--- src/hdl/mod241_pkg.sv ---
`default_nettype none

package mod241_pkg;

  // Bit 1 of the operand carries weight 2^0
  typedef logic [100:1] operand_t;
  typedef logic [7:0]   residue_t;
  typedef logic [7:0]   apb_addr_t;
  typedef logic [31:0]  apb_data_t;
  typedef logic [1:0]   word_idx_t;

  localparam logic [7:0] MODULUS = 8'd241;

  // 2^8 mod 241
  localparam logic [3:0] FOLD_FACTOR = 4'd15;

  // Register map
  localparam apb_addr_t ADDR_OPERAND = 8'h00;
  localparam apb_addr_t ADDR_CTRL    = 8'h04;
  localparam apb_addr_t ADDR_STATUS  = 8'h08;
  localparam apb_addr_t ADDR_RESULT  = 8'h0C;

  // STATUS bit positions
  localparam int STAT_BUSY   = 0;
  localparam int STAT_DONE   = 1;
  localparam int STAT_LOADED = 2;

  typedef enum logic [1:0] {
    IDLE,
    CALC,
    DONE
  } fsm_state_t;

endpackage

`default_nettype wire

--- src/hdl/residue_ctrl_if.sv ---
`default_nettype none

interface residue_ctrl_if import mod241_pkg::*; ();

  logic      word_wr;
  logic      start;
  logic      loaded;
  logic      clear_words;
  logic      busy;
  logic      done;
  word_idx_t word_idx;
  residue_t  result;

  modport regs (
    output word_wr, start,
    input  loaded, busy, done, result, word_idx
  );

  modport fsm (
    input  start, word_wr,
    output busy, done, clear_words, result
  );

  modport counter (
    input  word_wr, clear_words,
    output loaded, word_idx
  );

endinterface

`default_nettype wire

--- src/hdl/chunk_residue.sv ---
`default_nettype none

module chunk_residue import mod241_pkg::*; #(
  parameter int CHUNK_POS = 7
) (
  input  logic [5:0] chunk,
  output residue_t   residue
);

  function automatic int pow2_mod(input int exp);
    int w;
    w = 1;
    for (int k = 0; k < exp; k++)
    begin
      w = (w * 2) % int'(MODULUS);
    end
    return w;
  endfunction

  // Bit numbering starts at 1, so the chunk weight is 2^(CHUNK_POS-1)
  localparam logic [7:0] WEIGHT = 8'(pow2_mod(CHUNK_POS - 1));

  logic [13:0] product;

  assign product = 14'(chunk) * 14'(WEIGHT);

  // Constant divisor, folds into a small table
  assign residue = residue_t'(product % 14'(MODULUS));

endmodule

`default_nettype wire

--- src/hdl/x_100_mod_241.sv ---
`default_nettype none

module x_100_mod_241 import mod241_pkg::*; (
  input  logic     clk,
  input  logic     rst,
  input  logic     in_valid,
  input  operand_t operand,
  output logic     out_valid,
  output residue_t residue
);

  residue_t    r [16];
  logic [9:0]  grp [5];
  logic [10:0] sum_lo_d;
  logic [10:0] sum_hi_d;

  logic [10:0] sum_lo_q;
  logic [10:0] sum_hi_q;
  logic [5:0]  head_q;
  logic        valid_q;

  logic [9:0]  fold1;
  logic [8:0]  fold2;
  residue_t    residue_d;

  // Fifteen full chunks above the 6-bit head
  for (genvar i = 0; i < 15; i++)
  begin : g_chunk
    chunk_residue #(
      .CHUNK_POS (7 + 6 * i)
    ) i_chunk_residue (
      .chunk   (operand[12 + 6 * i -: 6]),
      .residue (r[i])
    );
  end

  // Only four operand bits remain for the top chunk
  chunk_residue #(
    .CHUNK_POS (97)
  ) i_chunk_residue_top (
    .chunk   ({2'b00, operand[100:97]}),
    .residue (r[15])
  );

  for (genvar g = 0; g < 5; g++)
  begin : g_group
    assign grp[g] = 10'(r[3 * g]) + 10'(r[3 * g + 1]) + 10'(r[3 * g + 2]);
  end

  // Weights repeat every 24 bits, nine residues stay under 2048
  assign sum_lo_d = 11'(grp[0]) + 11'(grp[1]) + 11'(grp[2]);
  assign sum_hi_d = 11'(grp[3]) + 11'(grp[4]) + 11'(r[15]);

  always_ff @(posedge clk)
  begin
    if (rst)
      valid_q <= 1'b0;
    else
      valid_q <= in_valid;
  end

  always_ff @(posedge clk)
  begin
    sum_lo_q <= sum_lo_d;
    sum_hi_q <= sum_hi_d;
    head_q   <= operand[6:1];
  end

  // Bits 7 and 8 keep weight 64, bits 9 and up reduce by 15
  assign fold1 = 10'(sum_lo_q[5:0]) + 10'({sum_lo_q[7:6], 6'b0})
               + 10'(FOLD_FACTOR) * 10'(sum_lo_q[10:8])
               + 10'(sum_hi_q[5:0]) + 10'({sum_hi_q[7:6], 6'b0})
               + 10'(FOLD_FACTOR) * 10'(sum_hi_q[10:8]);

  assign fold2 = 9'(fold1[5:0]) + 9'({fold1[7:6], 6'b0})
               + 9'(FOLD_FACTOR) * 9'(fold1[9:8]) + 9'(head_q);

  // fold2 stays below 482, one subtraction is enough
  always_comb
  begin
    if (fold2 >= 9'(MODULUS))
      residue_d = residue_t'(fold2 - 9'(MODULUS));
    else
      residue_d = residue_t'(fold2);
  end

  always_ff @(posedge clk)
  begin
    if (rst)
      out_valid <= 1'b0;
    else
      out_valid <= valid_q;
  end

  always_ff @(posedge clk)
  begin
    residue <= residue_d;
  end

endmodule

`default_nettype wire

--- src/hdl/operand_word_counter.sv ---
`default_nettype none

module operand_word_counter import mod241_pkg::*; #(
  parameter int NUM_WORDS = 4
) (
  input logic          clk,
  input logic          rst,
  residue_ctrl_if.counter ctrl
);

  always_ff @(posedge clk)
  begin
    if (rst)
    begin
      ctrl.word_idx <= '0;
      ctrl.loaded   <= 1'b0;
    end
    else if (ctrl.clear_words)
    begin
      ctrl.word_idx <= '0;
      ctrl.loaded   <= 1'b0;
    end
    else if (ctrl.word_wr)
    begin
      if (ctrl.word_idx == word_idx_t'(NUM_WORDS - 1))
      begin
        // Stays loaded until the next launch
        ctrl.word_idx <= '0;
        ctrl.loaded   <= 1'b1;
      end
      else
        ctrl.word_idx <= ctrl.word_idx + word_idx_t'(1);
    end
  end

endmodule

`default_nettype wire

--- src/hdl/residue_fsm.sv ---
`default_nettype none

module residue_fsm import mod241_pkg::*; (
  input  logic     clk,
  input  logic     rst,
  residue_ctrl_if.fsm ctrl,
  output logic     in_valid,
  input  logic     out_valid,
  input  residue_t residue
);

  fsm_state_t state;
  fsm_state_t state_next;
  logic       launch;

  // Operand is issued on the same edge that enters CALC
  assign launch = (state == IDLE) && ctrl.start;

  assign in_valid         = launch;
  assign ctrl.clear_words = launch;
  assign ctrl.busy        = (state == CALC);
  assign ctrl.done        = (state == DONE);

  always_comb
  begin
    state_next = state;
    case (state)
      IDLE:
      begin
        if (ctrl.start)
          state_next = CALC;
      end
      CALC:
      begin
        if (out_valid)
          state_next = DONE;
      end
      DONE:
      begin
        // Next operand word starts a new round
        if (ctrl.word_wr)
          state_next = IDLE;
      end
      default:
        state_next = IDLE;
    endcase
  end

  always_ff @(posedge clk)
  begin
    if (rst)
      state <= IDLE;
    else
      state <= state_next;
  end

  // Residue of the last finished operand
  always_ff @(posedge clk)
  begin
    if (rst)
      ctrl.result <= '0;
    else if ((state == CALC) && out_valid)
      ctrl.result <= residue;
  end

endmodule

`default_nettype wire

--- src/hdl/apb_regs.sv ---
`default_nettype none

module apb_regs import mod241_pkg::*; (
  input  logic      clk,
  input  logic      rst,
  input  logic      psel,
  input  logic      penable,
  input  logic      pwrite,
  input  apb_addr_t paddr,
  input  apb_data_t pwdata,
  output apb_data_t prdata,
  output logic      pready,
  output logic      pslverr,
  residue_ctrl_if.regs ctrl,
  output operand_t  operand
);

  apb_data_t op_word [3];
  logic [3:0] op_top;

  logic      access;
  logic      addr_ok;
  logic      start_req;
  logic      start_err;
  logic      word_err;
  logic      word_ok;
  logic      start_ok;
  apb_data_t rdata;

  // No wait states
  assign pready = 1'b1;
  assign access = psel && penable;

  always_comb
  begin
    addr_ok = paddr inside {ADDR_OPERAND, ADDR_CTRL, ADDR_STATUS, ADDR_RESULT};
  end

  assign start_req = pwrite && (paddr == ADDR_CTRL) && pwdata[0];
  assign start_err = start_req && (!ctrl.loaded || ctrl.busy);
  assign word_err  = pwrite && (paddr == ADDR_OPERAND) && ctrl.busy;

  assign pslverr  = access && (!addr_ok || start_err || word_err);
  assign word_ok  = access && pwrite && (paddr == ADDR_OPERAND) && !ctrl.busy;
  assign start_ok = access && start_req && !start_err;

  always_ff @(posedge clk)
  begin
    if (rst)
    begin
      ctrl.word_wr <= 1'b0;
      ctrl.start   <= 1'b0;
    end
    else
    begin
      ctrl.word_wr <= word_ok;
      ctrl.start   <= start_ok;
    end
  end

  // Word 3 holds operand bits 100 to 97 only
  always_ff @(posedge clk)
  begin
    if (word_ok)
    begin
      case (ctrl.word_idx)
        2'd0: op_word[0] <= pwdata;
        2'd1: op_word[1] <= pwdata;
        2'd2: op_word[2] <= pwdata;
        default: op_top  <= pwdata[3:0];
      endcase
    end
  end

  assign operand = {op_top, op_word[2], op_word[1], op_word[0]};

  always_comb
  begin
    rdata = '0;
    case (paddr)
      ADDR_STATUS:
      begin
        rdata[STAT_BUSY]   = ctrl.busy;
        rdata[STAT_DONE]   = ctrl.done;
        rdata[STAT_LOADED] = ctrl.loaded;
      end
      ADDR_RESULT:
        rdata = apb_data_t'(ctrl.result);
      default:
        rdata = '0;
    endcase
  end

  // Captured in the setup phase, held through the enable phase
  always_ff @(posedge clk)
  begin
    if (rst)
      prdata <= '0;
    else if (psel && !penable && !pwrite)
      prdata <= rdata;
  end

endmodule

`default_nettype wire

--- src/hdl/mod241_apb_top.sv ---
`default_nettype none

module mod241_apb_top import mod241_pkg::*; #(
  parameter int NUM_WORDS = 4
) (
  input  logic      clk,
  input  logic      rst,
  input  logic      psel,
  input  logic      penable,
  input  logic      pwrite,
  input  apb_addr_t paddr,
  input  apb_data_t pwdata,
  output apb_data_t prdata,
  output logic      pready,
  output logic      pslverr
);

  residue_ctrl_if ctrl_if ();

  operand_t operand;
  logic     core_in_valid;
  logic     core_out_valid;
  residue_t core_residue;

  apb_regs i_apb_regs (
    .clk     (clk),
    .rst     (rst),
    .psel    (psel),
    .penable (penable),
    .pwrite  (pwrite),
    .paddr   (paddr),
    .pwdata  (pwdata),
    .prdata  (prdata),
    .pready  (pready),
    .pslverr (pslverr),
    .ctrl    (ctrl_if.regs),
    .operand (operand)
  );

  operand_word_counter #(
    .NUM_WORDS (NUM_WORDS)
  ) i_operand_word_counter (
    .clk  (clk),
    .rst  (rst),
    .ctrl (ctrl_if.counter)
  );

  residue_fsm i_residue_fsm (
    .clk       (clk),
    .rst       (rst),
    .ctrl      (ctrl_if.fsm),
    .in_valid  (core_in_valid),
    .out_valid (core_out_valid),
    .residue   (core_residue)
  );

  x_100_mod_241 i_x_100_mod_241 (
    .clk       (clk),
    .rst       (rst),
    .in_valid  (core_in_valid),
    .operand   (operand),
    .out_valid (core_out_valid),
    .residue   (core_residue)
  );

endmodule

`default_nettype wire

--- config.mk ---
export PLATFORM = sky130hd
export DESIGN_NAME = mod241_apb_top
export DESIGN_NICKNAME = d
export VERILOG_FILES = /design/src/hdl/mod241_pkg.sv /design/src/hdl/residue_ctrl_if.sv /design/src/hdl/chunk_residue.sv /design/src/hdl/x_100_mod_241.sv /design/src/hdl/operand_word_counter.sv /design/src/hdl/residue_fsm.sv /design/src/hdl/apb_regs.sv /design/src/hdl/mod241_apb_top.sv
export SDC_FILE = /design/constraint.sdc
export NUM_CORES = 1
export LEC_CHECK = 0
export ABC_AREA = 1
export BUFFER_PORTS_ARGS = -buffer_cell sky130_fd_sc_hd__buf_2
export CORE_ASPECT_RATIO = 1.1
export CORE_UTILIZATION = 30
export CTS_BUF_LIST = sky130_fd_sc_hd__clkbuf_8
export DETAILED_ROUTE_END_ITERATION = 6
export GPL_TIMING_DRIVEN = 0
export PLACE_DENSITY = 0.49
export SETUP_SLACK_MARGIN = 0.02
export SYNTH_ARGS = -nofsm -noshare
export SYNTH_HDL_FRONTEND = slang
export SYNTH_SLANG_ARGS = --single-unit
--- constraint.sdc ---
create_clock -name clk -period 19 [get_ports clk]
set_clock_uncertainty 0.2 [all_clocks]
set_input_delay 2.85 -clock clk [delete_from_list [all_inputs] [get_ports clk]]
set_output_delay 2.85 -clock clk [all_outputs]
set_load 0.03 [all_outputs]
# Yosys cells after proc, flatten, opt, wreduce, memory -nomap -nowiden
# Memories as Yosys holds them, arrays and structs flattened.
# Index checks and enable logic that the tools add are counted.
[totals]
ff_bits = 89
mem_bits_rw = 96
output_inout_bits = 34
mem_count = 1
[mem_list]
columns = ["name", "depth", "word_bits", "read_ports", "rd_clocked_by_memory_dff", "wr", "line", "source"]
rows = [
  ["i_apb_regs.op_word", 3, 32, 3, 0, 1, "apb_regs.sv:18", "apb_data_t op_word [3];"],
]
[classes]
add_sub_neg = 24
mul = 11
div = 16
order_cmp = 1
eq_ne = 11
muxes = 23
bitwise = 1
reduce_logical = 36
[ops]
columns = ["cell", "count"]
rows = [
  ["remainder unit 14 x 8 -> 14 bit (second input constant)", 8],
  ["2-to-1 mux 32 bit", 2],
  ["OR reduction 32 bit", 2],
  ["adder 10 x 8 -> 10 bit", 6],
  ["remainder unit 12 x 8 -> 14 bit (second input constant)", 4],
  ["multiplier 6 x 8 -> 14 bit (second input constant)", 4],
  ["adder 8 x 8 -> 9 bit", 5],
  ["remainder unit 6 x 8 -> 14 bit (second input constant)", 3],
  ["multiplier 6 x 4 -> 10 bit (second input constant)", 4],
  ["adder 10 x 10 -> 11 bit", 2],
  ["adder 10 x 7 -> 10 bit", 2],
  ["adder 6 x 8 -> 9 bit", 2],
  ["adder 9 x 6 -> 9 bit", 2],
  ["equality test 8 x 4 -> 1 bit (second input constant)", 2],
  ["logical AND 1 bit", 16],
  ["remainder unit 4 x 8 -> 14 bit (second input constant)", 1],
  ["multiplier 4 x 3 -> 7 bit (first input constant)", 2],
  ["2-to-1 mux 2 bit", 6],
  ["adder 11 x 10 -> 11 bit", 1],
  ["adder 11 x 8 -> 11 bit", 1],
  ["2-to-1 mux 1 bit", 11],
  ["adder 10 x 6 -> 10 bit", 1],
  ["greater-or-equal comparator 9 x 8 -> 1 bit (second input constant)", 1],
  ["equality test 8 x 3 -> 1 bit (second input constant)", 1],
  ["21 further kinds", 34],
]

# Depth between registers and ports, before layout
[depth]
depth_word = 10
depth_mapped = 89
ltp_nobuf = 87

# Modules after synthesis
# A second synthesis with hierarchy kept.
[hier_totals]
cells_unflattened = 5906
hier_area_um2 = 39223.9
[by_module_without_submodules]
columns = ["module", "instances", "cells_each", "area_per_inst_um2"]
rows = [
  ["chunk_residue (i_x_100_mod_241.g_chunk[13].i_chunk_residue ...)", 3, 523, 3121.7],
  ["chunk_residue (i_x_100_mod_241.g_chunk[10].i_chunk_residue ...)", 3, 480, 2718.9],
  ["chunk_residue (i_x_100_mod_241.g_chunk[0].i_chunk_residue ...)", 4, 252, 1430.1],
  ["x_100_mod_241", 1, 565, 5521.5],
  ["apb_regs", 1, 219, 3809.9],
  ["chunk_residue (i_x_100_mod_241.g_chunk[1].i_chunk_residue)", 1, 489, 2927.8],
  ["chunk_residue (i_x_100_mod_241.g_chunk[14].i_chunk_residue)", 1, 493, 2881.5],
  ["residue_fsm", 1, 67, 444.2],
  ["chunk_residue (i_x_100_mod_241.g_chunk[11].i_chunk_residue ...)", 4, 9, 63.8],
  ["operand_word_counter", 1, 20, 141.4],
]

# Worst setup path before layout
# OpenSTA, ideal clock, no wires.
[synth_path]
kind = "reg2reg"
start = "memory i_apb_regs.op_word[0][12] (netlist bit)"
end = "register i_x_100_mod_241.sum_lo_q[10]"
arrival_time_ps = 11255
required_time_ps = 18728
path_slack_ps = 7473
stages_incl_launch_ff = 79
path_buffers = 3
period_less_slack_ps = 11527
cell_sequence = "edfxtp_1 fa_1 fa_1 inv_1 fa_1 inv_1 nand2_1 nand2_1 a21oi_2 nor2_1 nor2_1 o21bai_1 xor2_1 nor2_2 nand2_1 nor2_4 inv_2 nor2_4 [... 43 more ...] a21oi_1 nand2_1 xor2_1 fa_1 inv_1 ha_1 a21oi_1 nand2_1 a21oi_1 inv_1 a21oi_1 inv_1 a21oi_1 nor2_1 nor2_1 o21ai_0 a21oi_1 xor2_1"
[synth_lines]
columns = ["item", "line", "source"]
rows = [
  ["start, declared", "apb_regs.sv:18", ""],
  ["end signal, assigned", "x_100_mod_241.sv:64", "sum_lo_q <= sum_lo_d;"],
  ["end, declared", "x_100_mod_241.sv:17", "logic [10:0] sum_lo_q;"],
]

==> run summary <==
hpwl dp - 78680 um
largest family of logic cells by synthesized area - simple AND/OR/NAND/NOR gates
Clk Latency, worst-skew pair - 0.59 ns
CP Capture Type - register
Async S/R FF share, synth - 0%
R2R Setup Slk - 5.70 ns
global routing usage on met1 - 19.60%
Syn Area/Cell - 6.565 um2
Worst-Margin Slew - 1.216 ns
first-pass GRT wire length - 154700 um
grt ovf - 0
DRT Pass-1 Iters - 6
beginning of the worst hold path - i_apb_regs.op_word[0][1]$_DFFE_PP_
Post-Layout Cell Count - 7326
total power - 4.457 mW
Worst Reg-to-Reg Cells - 77
fmax - 0.07521 GHz
WL per Instance - 12.60 um
LEAKAGE - 20.64 nW
R2R Path Start - i_apb_regs.op_word[0][87]$_DFFE_PP_
Min Hold Slack - 0.1522 ns
GRT busiest layer - met2
post-CTS sizing - 0
M3 GR Usage - 1.650%
Placer Congestion - 0.8355
adder-cell share of the synthesized area - 19.48%
layout cells sized above 1 - 11.93%
antenna viol nets, final - 0
sequential fraction of the synthesis area - 11.53%
Core Footprint - 121200 um2
DIE WIDTH - 335.2 um
RSZ-0062 raised after global routing - no
synthesis-stage register bit count - 161
# setup viols final - 0
Layout area overhead - 8.027%
root buffer selected by CTS - clkbuf_8
critical path endpoint - i_x_100_mod_241.sum_hi_q[10]$_DFF_P_
I/O pin count - 79
CP dominant cell by count - nor2_1
final worst path period share - 69.98%
Clock Sinks - 161
mux cell area share after synthesis - 0.02731%
GRT met2 Usage - 26.29%
fin. max-slew vios - 0
CP max stage cell - fa_1
Final Util - 32.66%
slew margin rel. - 18.21%
clock transition at the registers of the reported paths - 0.12 ns
initial antenna violation count - 8
Ys Warns - 0
number of DRC markers in iteration 0 - 1471
CP Data Arrival Time - 13.62 ns
EDFF count, synth - 100
crit-path max cell delay - 0.61 ns
cell total after placement - 7293
Die ar. - 123600 um2
DR vias/cell - 4.580
# hold bufs at CTS - 0
drt drc - 0
xor and xnor area share after synthesis - 9.383%
# Post-CTS Setup Buffers - 0
most frequent cells in the layout - nand2_1 (1474), inv_1 (890), nand3_1 (450)
Pwr Density - 112.6 nW/um2
synth unique cells - 76
TNS Setup - 0 ns
mapped cell area - 36650 um2
clock period minus worst slack - 13.30 ns
drt total wl - 92300 um
CTS H-Tree Depth - 4
FF-to-FF End - i_x_100_mod_241.sum_hi_q[10]$_DFF_P_
I/O Buffers - 53
CTS tree - done
Max FO, Critical Path - 10
crit path launch type - register
Post-Syn Instances - 5582
Max-Cap Viols - 0
initial core utilization - 30.23%
maximum vdd drop - 660.7 uV
Hold Path Class - register to register
row cnt - 134
worst setup path class - register to register
via count - 33550
simple-gate share of the synthesized area - 40.02%
Nets - 6230
largest net degree at the start of global routing - 26
vias in the first global route - 31500
outcome - completed
Synth Area in Compound Gates - 8.239%
commonest non-fill, non-tap cell in the layout - nand2_1
ys flop type - edfxtp_1
Die H - 368.6 um
worst path required time - 19.33 ns
worst setup path startpoint - i_apb_regs.op_word[0][87]$_DFFE_PP_
final-report hold violation count - 0
total track usage - 15.02%
CTS Buf Count - 17
CTS max path bufs - 2
flip-flops by register name (all words and copies together), names as in the netlist:
signal / flops
i_x_100_mod_241.sum_lo_q: 11
i_apb_regs.op_word: 96
i_apb_regs.ctrl.word_wr: 1
i_residue_fsm.state: 2
i_x_100_mod_241.head_q: 6
i_x_100_mod_241.out_valid: 1
i_apb_regs.ctrl.start: 1
i_apb_regs.op_top: 4
i_operand_word_counter.ctrl.loaded: 1
i_x_100_mod_241.valid_q: 1
i_operand_word_counter.ctrl.word_idx: 2
i_apb_regs.prdata: 8
i_residue_fsm.ctrl.result: 8
i_x_100_mod_241.sum_hi_q: 11
i_x_100_mod_241.residue: 8
synthesized netlist by cell type, types with 25 or more instances:
master | instances | share of area, %
nand2_1 | 1474 | 15
inv_1 | 890 | 9.1
nand3_1 | 450 | 6.1
ha_1 | 396 | 14
nor2_1 | 394 | 4.0
xor2_1 | 270 | 6.5
nand4_1 | 197 | 3.4
a21oi_1 | 176 | 2.4
nand2_2 | 149 | 2.5
o21ai_0 | 145 | 2.0
fa_1 | 109 | 6.0
edfxtp_1 | 100 | 8.2
xnor2_1 | 86 | 2.1
nor2_2 | 67 | 1.1
dfxtp_1 | 61 | 3.3
nand3_2 | 57 | 1.6
inv_2 | 50 | 0.51
nor2_4 | 45 | 1.4
nor3_1 | 45 | 0.61
o21ai_1 | 41 | 0.56
nand2_4 | 38 | 1.2
buf_4 | 30 | 0.61
nand3_4 | 25 | 1.2
nand3b_1 | 25 | 0.51
o21ai_2 | 25 | 0.60
layout make-up:
type	instances	area [um2]
plain buffers	68	573.1
inverters	949	3570
clock buffers	17	234.0
fillers	13300	81630
flip-flops and latches	161	4224
multi-input cells	4427	28390
repair buffers	56	332.8
diodes	1	2.502
well taps	1632	2042
clock inverters	15	215.2
how the worst min path moves through the flow:
stage / slack (ns) / cells after the start / endpoint
2_1_floorplan: 0.12 / 0 / i_x_100_mod_241.head_q[0]$_DFF_P_
4_1_cts: 0.15 / 0 / i_x_100_mod_241.head_q[2]$_DFF_P_
3_3_place_gp: 0.13 / 0 / i_x_100_mod_241.head_q[2]$_DFF_P_
6_report: 0.15 / 0 / i_x_100_mod_241.head_q[1]$_DFF_P_
3_5_place_dp: 0.13 / 0 / i_x_100_mod_241.head_q[3]$_DFF_P_
5_1_grt: 0.18 / 0 / i_x_100_mod_241.head_q[0]$_DFF_P_
power by group:
group          total, mW  switching (mW)  internal (mW)
Sequential         0.487          0.0106          0.476
Clock              0.307           0.191          0.116
Combinational       3.66            2.20           1.46
worst max-delay path, delay by kind of cell, from the launching register on:
family | cells | cell delay [ns]
xor+xnor | 4 | 0.87
buf+inv | 13 | 1.34
compound gates | 10 | 1.94
fa+ha+maj | 11 | 4.00
flops | 1 | 0.57
simple gates | 39 | 4.28
stage by stage:
| stage | instance area [um2] | setup slack, ns |
|---|---|---|
| after floorplan | 36730 | 7.473 |
| after global placement | 39040 | 5.729 |
| after detailed placement | 39130 | 5.678 |
| after CTS | 39580 | 5.637 |
| after global routing | 39590 | 4.382 |
| final | 39590 | 5.704 |
routing by layer:
metal | wire length (um) | vias to the layer above | part of all wire [%]
li1 | - | 18100 | -
met1 | 44730 | 15070 | 48
met2 | 43880 | 295 | 48
met3 | 2059 | 77 | 2.2
met4 | 1566 | 8 | 1.7
met5 | 57 | - | 0.062
kinds of logic (layout without fill, tap and decap cells):
group | after synthesis | after routing
simple gates | 3016 | 3016
buf+inv | 1017 | 1105
fa+ha+maj | 505 | 505
compound gates | 505 | 505
xor+xnor | 375 | 375
flops | 161 | 161
other cells | 2 | 26
mux | 1 | 1
(Power assumes the default switching activity.)
